--- config.mk ---
export PLATFORM = sky130hd
export DESIGN_NAME = mem_1rw1w_top
export DESIGN_NICKNAME = d
export VERILOG_FILES = /design/src/hdl/mem_pkg.sv /design/src/hdl/sp_bank.sv /design/src/hdl/bank_align.sv /design/src/hdl/bank_map.sv /design/src/hdl/refresh_sched.sv /design/src/hdl/mem_1rw1w_core.sv /design/src/hdl/mem_1rw1w_top.sv
export SDC_FILE = /design/constraint.sdc
export NUM_CORES = 2
export LEC_CHECK = 0
export BUFFER_PORTS_ARGS = -buffer_cell sky130_fd_sc_hd__buf_2
export CORE_MARGIN = 2
export CORE_UTILIZATION = 68
export CTS_CLUSTER_SIZE = 20
export DETAILED_ROUTE_END_ITERATION = 10
export GPL_TIMING_DRIVEN = 1
export PLACE_DENSITY_LB_ADDON = 0.2
export SYNTH_ARGS = -nofsm -noshare
export SYNTH_HDL_FRONTEND = slang
export SYNTH_SLANG_ARGS = --single-unit
--- constraint.sdc ---
create_clock -name clk -period 26.5 [get_ports clk]
set_clock_uncertainty 0.2 [all_clocks]
set_input_delay 5.3 -clock clk [delete_from_list [all_inputs] [get_ports clk]]
set_output_delay 5.3 -clock clk [all_outputs]
set_load 0.005 [all_outputs]
--- src/hdl/mem_pkg.sv ---
package mem_pkg;

  localparam int WIDTH   = 16;
  localparam int NUMVBNK = 4;
  localparam int NUMPBNK = NUMVBNK + 1;      // One spare bank per row
  localparam int NUMVROW = 16;
  localparam int NUMWRDS = 2;
  localparam int NUMSROW = NUMVROW / NUMWRDS;

  typedef logic [WIDTH-1:0] data_t;

  typedef logic [$clog2(NUMVBNK)-1:0] vbank_t;

  typedef logic [$clog2(NUMPBNK)-1:0] pbank_t;

  typedef logic [$clog2(NUMVROW)-1:0] vrow_t;

  typedef logic [$clog2(NUMSROW)-1:0] srow_t;

  typedef logic [$clog2(NUMWRDS)-1:0] word_t;

  // Wide row of a physical bank
  typedef logic [NUMWRDS*WIDTH-1:0] phys_t;

  // Bank index sits above the row
  typedef logic [$bits(vbank_t)+$bits(vrow_t)-1:0] addr_t;

endpackage

--- src/hdl/sp_bank.sv ---
`timescale 1ns/1ps

module sp_bank
  import mem_pkg::*;
(
  input  logic  clk,
  input  logic  rst_n,
  input  logic  rd,
  input  logic  wr,
  input  srow_t row,
  input  phys_t bwe,
  input  phys_t wdata,
  output phys_t rdata
);

  phys_t mem [NUMSROW];

  always_ff @(posedge clk) begin
    if (wr) begin
      mem[row] <= (mem[row] & ~bwe) | (wdata & bwe);  // Masked bits only
    end
    if (rd) begin
      rdata <= mem[row];
    end
  end

  // Single port, the map must never steer two commands here
  a_one_cmd: assert property (@(posedge clk) disable iff (!rst_n)
    !(rd && wr));

endmodule

--- src/hdl/bank_align.sv ---
`timescale 1ns/1ps

module bank_align
  import mem_pkg::*;
(
  input  logic  clk,
  input  logic  rst_n,
  input  logic  rd,
  input  logic  wr,
  input  vrow_t vrow,
  input  data_t din,
  output data_t dout
);

  srow_t srow;
  word_t word;
  word_t word_q;
  phys_t bwe;
  phys_t wdata;
  phys_t rdata;

  assign srow = srow_t'(vrow / NUMWRDS);
  assign word = word_t'(vrow % NUMWRDS);

  // Lane mask for the addressed word
  assign bwe   = phys_t'({WIDTH{1'b1}}) << (word * WIDTH);
  assign wdata = {NUMWRDS{din}};

  sp_bank u_bank (
    .clk   (clk),
    .rst_n (rst_n),
    .rd    (rd),
    .wr    (wr),
    .row   (srow),
    .bwe   (bwe),
    .wdata (wdata),
    .rdata (rdata)
  );

  always_ff @(posedge clk) begin
    if (!rst_n) begin
      word_q <= '0;
    end else if (rd) begin
      word_q <= word;  // Aligns with rdata
    end
  end

  assign dout = rdata[word_q*WIDTH +: WIDTH];

endmodule

--- src/hdl/bank_map.sv ---
`timescale 1ns/1ps

module bank_map
  import mem_pkg::*;
(
  input  logic   clk,
  input  logic   rst_n,
  input  vbank_t vb0,
  input  vbank_t vb1,
  input  vrow_t  row0,
  input  vrow_t  row1,
  input  logic   act0,
  input  logic   act1,
  output pbank_t pb0,
  output pbank_t pb1,
  output logic   init_done
);

  localparam int FREE = NUMVBNK;  // Slot of the free bank

  pbank_t map [NUMVROW][NUMPBNK];
  vrow_t  init_row;
  pbank_t pb1_raw;
  pbank_t free1;
  logic   swap;
  logic [2**$bits(pbank_t)-1:0] seen1;

  assign pb0     = map[row0][vb0];
  assign pb1_raw = map[row1][vb1];
  assign free1   = map[row1][FREE];

  // Port 1 moves aside on a physical bank clash
  assign swap = init_done && act0 && act1 && (pb0 == pb1_raw);
  assign pb1  = swap ? free1 : pb1_raw;

  always_ff @(posedge clk) begin
    if (!rst_n) begin
      init_row  <= '0;
      init_done <= 1'b0;
    end else if (!init_done) begin
      init_row  <= init_row + 1'b1;
      init_done <= (init_row == vrow_t'(NUMVROW - 1));
    end
  end

  always_ff @(posedge clk) begin
    if (!init_done) begin
      for (int i = 0; i < NUMPBNK; i++) begin
        map[init_row][i] <= pbank_t'(i);  // Identity, last bank free
      end
    end else if (swap) begin
      map[row1][vb1]  <= free1;
      map[row1][FREE] <= pb1_raw;
    end
  end

  // One hot per physical bank found in the row
  always_comb begin
    seen1 = '0;
    for (int i = 0; i < NUMPBNK; i++) begin
      seen1[map[row1][i]] = 1'b1;
    end
  end

  // Every earlier swap on this row kept it a permutation
  a_row_perm: assert property (@(posedge clk) disable iff (!rst_n)
    init_done && act1 |-> seen1 == ((1 << NUMPBNK) - 1));

endmodule

--- src/hdl/refresh_sched.sv ---
`timescale 1ns/1ps

module refresh_sched
  import mem_pkg::*;
#(
  parameter int NUMRROW = 8,
  localparam int BITRROW = (NUMRROW > 1) ? $clog2(NUMRROW) : 1
) (
  input  logic               clk,
  input  logic               rst_n,
  input  logic               refr,
  input  logic               ready,
  output logic               refr_vld,
  output pbank_t             refr_bank,
  output logic [BITRROW-1:0] refr_row
);

  typedef logic [BITRROW-1:0] rrow_t;

  pbank_t bank_cnt;
  rrow_t  row_cnt;
  logic   take;

  assign take = refr && ready;  // Early pulses are dropped

  always_ff @(posedge clk) begin
    if (!rst_n) begin
      bank_cnt  <= '0;
      row_cnt   <= '0;
      refr_vld  <= 1'b0;
      refr_bank <= '0;
      refr_row  <= '0;
    end else begin
      refr_vld <= take;
      if (take) begin
        refr_bank <= bank_cnt;
        refr_row  <= row_cnt;
        if (bank_cnt == pbank_t'(NUMPBNK - 1)) begin
          bank_cnt <= '0;
          row_cnt  <= (row_cnt == rrow_t'(NUMRROW - 1)) ? '0 : row_cnt + 1'b1;  // Next row on wrap
        end else begin
          bank_cnt <= bank_cnt + 1'b1;
        end
      end
    end
  end

endmodule

--- src/hdl/mem_1rw1w_core.sv ---
`timescale 1ns/1ps

module mem_1rw1w_core
  import mem_pkg::*;
(
  input  logic               clk,
  input  logic               rst_n,
  input  logic               rd0,
  input  logic               wr0,
  input  logic               wr1,
  input  logic               refr,
  input  addr_t              addr0,
  input  addr_t              addr1,
  input  data_t              din0,
  input  data_t              din1,
  output logic               ready,
  output logic               rd_vld,
  output data_t              rd_dout,
  output logic [NUMPBNK-1:0] bk_rd,
  output logic [NUMPBNK-1:0] bk_wr,
  output vrow_t              bk_row [NUMPBNK],
  output data_t              bk_din [NUMPBNK],
  input  data_t              bk_dout [NUMPBNK]
);

  vbank_t vb0;
  vbank_t vb1;
  vrow_t  row0;
  vrow_t  row1;
  logic   rd0_g;
  logic   wr0_g;
  logic   wr1_g;
  logic   act0;
  logic   act1;
  pbank_t pb0;
  pbank_t pb1;
  logic   init_done;
  logic   rd_v1;
  pbank_t rd_bk1;

  assign vb0  = vbank_t'(addr0 >> $bits(vrow_t));
  assign row0 = vrow_t'(addr0);
  assign vb1  = vbank_t'(addr1 >> $bits(vrow_t));
  assign row1 = vrow_t'(addr1);

  assign rd0_g = rd0 && ready;
  assign wr0_g = wr0 && ready && !(wr1 && (addr0 == addr1));  // Port 1 wins
  assign wr1_g = wr1 && ready;
  assign act0  = rd0_g || wr0_g;
  assign act1  = wr1_g;

  bank_map u_map (
    .clk       (clk),
    .rst_n     (rst_n),
    .vb0       (vb0),
    .vb1       (vb1),
    .row0      (row0),
    .row1      (row1),
    .act0      (act0),
    .act1      (act1),
    .pb0       (pb0),
    .pb1       (pb1),
    .init_done (init_done)
  );

  always_comb begin
    bk_rd = '0;
    bk_wr = '0;
    for (int i = 0; i < NUMPBNK; i++) begin
      bk_row[i] = row0;
      bk_din[i] = din0;
      if (act1 && (pb1 == pbank_t'(i))) begin
        bk_wr[i]  = 1'b1;
        bk_row[i] = row1;
        bk_din[i] = din1;
      end else if (act0 && (pb0 == pbank_t'(i))) begin
        bk_rd[i] = rd0_g;
        bk_wr[i] = wr0_g;
      end
    end
  end

  always_ff @(posedge clk) begin
    if (!rst_n) begin
      ready  <= 1'b0;
      rd_v1  <= 1'b0;
      rd_vld <= 1'b0;
    end else begin
      ready  <= init_done;
      rd_v1  <= rd0_g;
      rd_vld <= rd_v1;
    end
  end

  always_ff @(posedge clk) begin
    rd_bk1 <= pb0;  // Bank holding the read in flight
    if (rd_v1) begin
      rd_dout <= bk_dout[rd_bk1];
    end
  end

  a_port0_excl: assert property (@(posedge clk) disable iff (!rst_n)
    !(rd0 && wr0));

  a_refr_idle: assert property (@(posedge clk) disable iff (!rst_n)
    refr |-> !(rd0 || wr0 || wr1));

endmodule

--- src/hdl/mem_1rw1w_top.sv ---
`timescale 1ns/1ps

module mem_1rw1w_top
  import mem_pkg::*;
#(
  parameter int NUMRROW = 8,
  localparam int BITRROW = (NUMRROW > 1) ? $clog2(NUMRROW) : 1
) (
  input  logic               clk,
  input  logic               rst_n,
  input  logic               rd0,
  input  logic               wr0,
  input  logic               wr1,
  input  logic               refr,
  input  addr_t              addr0,
  input  addr_t              addr1,
  input  data_t              din0,
  input  data_t              din1,
  output logic               ready,
  output logic               rd_vld,
  output logic               refr_vld,
  output data_t              rd_dout,
  output pbank_t             refr_bank,
  output logic [BITRROW-1:0] refr_row
);

  logic [NUMPBNK-1:0] bk_rd;
  logic [NUMPBNK-1:0] bk_wr;
  vrow_t              bk_row [NUMPBNK];
  data_t              bk_din [NUMPBNK];
  data_t              bk_dout [NUMPBNK];

  mem_1rw1w_core u_core (
    .clk     (clk),
    .rst_n   (rst_n),
    .rd0     (rd0),
    .wr0     (wr0),
    .wr1     (wr1),
    .refr    (refr),
    .addr0   (addr0),
    .addr1   (addr1),
    .din0    (din0),
    .din1    (din1),
    .ready   (ready),
    .rd_vld  (rd_vld),
    .rd_dout (rd_dout),
    .bk_rd   (bk_rd),
    .bk_wr   (bk_wr),
    .bk_row  (bk_row),
    .bk_din  (bk_din),
    .bk_dout (bk_dout)
  );

  for (genvar i = 0; i < NUMPBNK; i++) begin : g_bank
    bank_align u_align (
      .clk   (clk),
      .rst_n (rst_n),
      .rd    (bk_rd[i]),
      .wr    (bk_wr[i]),
      .vrow  (bk_row[i]),
      .din   (bk_din[i]),
      .dout  (bk_dout[i])
    );
  end

  refresh_sched #(
    .NUMRROW (NUMRROW)
  ) u_refr (
    .clk       (clk),
    .rst_n     (rst_n),
    .refr      (refr),
    .ready     (ready),
    .refr_vld  (refr_vld),
    .refr_bank (refr_bank),
    .refr_row  (refr_row)
  );

endmodule

==> impl_metrics.py <==
metrics = {
    "synth": {
        "synthFlopType": "edfxtp_1",
        "ys_warn_count": 0,
        "syn_inst": 5247,
        "synth_compound_area_frac": 0.0796,
        "yosysMostFrequentCell": "edfxtp_1",
        "synth_area_um2": 75800,
        "syn-num-nets": 5302,
        "synth_top_family_by_area": "multiplexers",
        "ys_seq_area_frac": 0.679,
        "synth_cell_types": 78,
        "syn_area_per_cell_um2": 14.5,
        "synth_top_area_frac": 0.672,
        "ys_ff_latch": 1725,
        "synth_edf_count": 1696,
        "yosys.area.top_type": "edfxtp_1",
        "synth-xor-area-share": 0.00170,
        "synthTopCellsByArea": "edfxtp_1 67%, mux2i_1 9.3%, mux4_2 3.7%",
        "synth_commonest_cells": "1696 x edfxtp_1, 701 x mux2i_1, 408 x nand2_1, 349 x a21oi_1, 327 x nor2_1",
        "postSynth.asyncResetShare": 0,
        "synth_mux_area_frac": 0.131,
        "synth_fa_ha_area_frac": 0.000825,
        "yosys.area_share.simple": 0.0828,
    },
    "timing": {
        "fmax_mhz": 74.3,
        "finalSetupViolCount": 0,
        "finalCritPeriodShare": 0.508,
        "fin_ws_ns": 13.04,
        "final_hold_viol_count": 0,
        "drv_slew": 0,
        "hold_ws_ns": 0.261,
        "finalCriticalPeriod_ns": 13.46,
        "tns_ns": 0,
        "grt_setup_unrepaired": "false",
        "maxSlewHeadroom": 0.148,
        "worstMarginPinSlew_ns": 1.26,
    },
    "worst_setup_path": {
        "cp-end-kind": "flop",
        "cp_slowest_stage_delay_ns": 0.97,
        "reg2reg_slack_ns": 18.49,
        "rr_startpoint": "u_core.u_map.map[15][7]$_DFFE_PP_",
        "path_class": "in -> reg",
        "critPathRequiredTime_ns": 26.80,
        "cp-start-kind": "primary input",
        "crit_fanout": 67,
        "reg2reg_to": "g_bank[3].u_align.u_bank.mem[4][3]$_DFFE_PP_",
        "critPathLaunch": "addr0[0]",
        "critical_path.slowest_cell": "buf_4",
        "arrival_ns": 13.76,
        "cp_common_cell": "buf_4",
        "worstPathCellList": "buf_4 -> buf_4 -> buf_4 -> mux4_2 -> a22oi_1 -> a311oi_1 -> a41oi_1 -> nand2_1 -> xnor2_2 -> nand4_1 -> a32oi_4 -> buf_4 -> mux2i_4 -> buf_4 -> buf_4 -> mux2i_1 -> o22ai_1 -> nor3_1 -> a21oi_1",
        "r2r_cells": 16,
    },
    "clocking": {
        "clkSlewWorstSetupHoldPaths_ns": 0.06,
        "cts.htree.levels": 4,
        "post_cts_buffers": 0,
        "tritoncts": "built",
        "hold_buffers": 0,
        "cts.sinks": 1725,
        "insertion_delay_ns": 0.79,
        "cts-root-buf": "clkbuf_16",
        "numCtsBuffers": 168,
        "clock_path_buffers": 3,
        "ctsResizeCount": 0,
    },
    "floorplanning": {
        "die_y_um": 338,
        "dieArea_um2": 114000,
        "core_area_um2": 111000,
        "start_util": 0.685,
        "rows": 122,
        "ioPinCount": 75,
        "die-width_um": 338,
    },
    "job": {
        "maxCapViolCount": 0,
    },
    "finish": {
        "drive_above_1_share": 0.125,
        "synthToLayoutAreaGrowth_pct": 9.74,
        "layout.nets": 5308,
        "utilization": 0.752,
    },
    "routing": {
        "finalWirelength_um": 196000,
        "ant_nets": 0,
        "vias_per_cell": 6.89,
        "drc": 0,
        "drt_pass1_iterations": 6,
        "drt-initial-drc-count": 5901,
        "wl_per_cell_um": 28.6,
        "vias": 47400,
    },
    "grt": {
        "use_met3": 0.0731,
        "grt_max_degree": 131,
        "grt_busiest_layer": "met2",
        "grt_use_total": 0.346,
        "grt-ovfl-total": 0,
        "grt_pass1_wl_um": 288000,
        "antenna_found_initial": 6,
        "grt_pass1_vias": 46200,
        "grtUsageMet2": 0.536,
        "use_met1": 0.467,
    },
    "power": {
        "p_int_uw": 4420,
        "power.total_uw": 5690,
        "p_leak_uw": 0.0280,
        "power.clock.fraction": 0.400,
        "p_comb_frac": 0.067,
        "irDropWorstVdd_mv": 0.0792,
        "swShare": 0.223,
        "switchingPower_uw": 1270,
        "powerDensity_nw_per_um2": 68.4,
        "seqPwrFrac": 0.533,
    },
    "min_path": {
        "min_from": "u_refr.refr_bank[2]$_SDFFE_PN0P_",
        "holdPathStages": 2,
        "hp-class": "reg -> reg",
        "worstHoldEndpoint": "u_refr.refr_bank[2]$_SDFFE_PN0P_",
    },
    "place": {
        "place.gp.congestion": 0.878,
        "place_hpwl_um": 111000,
        "port_buffers": 74,
        "place_ws_ns": 12.56,
    },
    "run_status": {
        "status": "complete, no violations",
    },
}
-- sequential cells by signal, summed over array words and instances (netlist names), 4 cells and up --
| signal | count |
|---|---|
| g_bank.u_align.u_bank.rdata | 160 |
| g_bank.u_align.u_bank.mem | 1280 |
| u_core.rd_dout | 16 |
| u_core.u_map.map | 240 |
| u_core.u_map.init_row | 4 |
| g_bank.u_align.word_q | 5 |
-- stage by stage --
step / cells / instance area (um^2)
floorplan: 5247 / 75800
detailed placement: 6571 / 78000
global placement: 6571 / 78000
CTS: 6873 / 83200
global route: 6873 / 83200
finish: 6874 / 83200
-- critical path: cells and delay by family --
kind                   cells  cell delay, ns
multiplexers               3            1.15
AO/OA/AOI/OAI              6            1.69
buffers and inverters      6            4.08
XOR/XNOR                   1            0.43
AND/OR/NAND/NOR            3            0.85
-- power by group through the flow --
stage	registers [uW]	clock network (uW)	logic [uW]
final	3040	2280	380
after global routing	3030	2390	402
after CTS	3040	2290	371
after detailed placement	3090	0	368
after global placement	3090	0	357
after floorplan	3090	0	252
-- cells in the final DEF (no fill, tap or decap), types with 30 or more instances in the layout --
cell type  count
inv_1         56
nor2_1       295
or2_1         32
a21oi_1      336
edfxtp_1    1696
o31a_1        32
o41ai_1       32
nand2b_1     266
or2_2         34
clkbuf_16    169
a32oi_1       35
o32ai_1       30
mux2i_1      693
mux4_2       126
o21ai_0      155
nand4_1       39
nor2_4        32
o22ai_1      212
nor4b_1       30
buf_4        113
nand2_1      408
buf_2         70
clkinv_1      33
clkbuf_1      49
nor3_1        40
-- worst max-delay path by stage --
stage / to / slack, ns
3_3_place_gp: g_bank[3].u_align.u_bank.mem[0][25]$_DFFE_PP_ / 12.75
2_1_floorplan: g_bank[2].u_align.u_bank.mem[1][0]$_DFFE_PP_ / 13.73
4_1_cts: g_bank[3].u_align.u_bank.mem[4][3]$_DFFE_PP_ / 13.30
5_1_grt: g_bank[3].u_align.u_bank.mem[1][18]$_DFFE_PP_ / 12.72
6_report: g_bank[3].u_align.u_bank.mem[4][3]$_DFFE_PP_ / 13.04
3_5_place_dp: g_bank[3].u_align.u_bank.mem[3][18]$_DFFE_PP_ / 12.56
-- per-layer routing --
layer	wire length [um]	part of all wire
met2	91300	0.47
met4	11500	0.059
met3	22700	0.12
met5	48	0.00024
met1	70800	0.36
-- cells by family after synthesis --
group | Yosys count
AOI/OAI and AO/OA | 969
xor gates and xnor gates | 13
adders and majority gates | 5
buffers and inverters | 411
DFF | 1725
muxes | 834
and+or+nand+nor | 1290
-- final cells by class --
cell class / count / area (um^2)
Timing Repair Buffer: 187 / 1260
Fill cell: 6492 / 27500
Clock buffer: 224 / 4500
Sequential cell: 1725 / 51500
Clock inverter: 78 / 692
Tap cell: 1488 / 1860
Multi-Input combinational cell: 3111 / 23200
Antenna cell: 1 / 2.50
Inverter: 60 / 225
No activity file was read; power rests on OpenSTA's default activity.
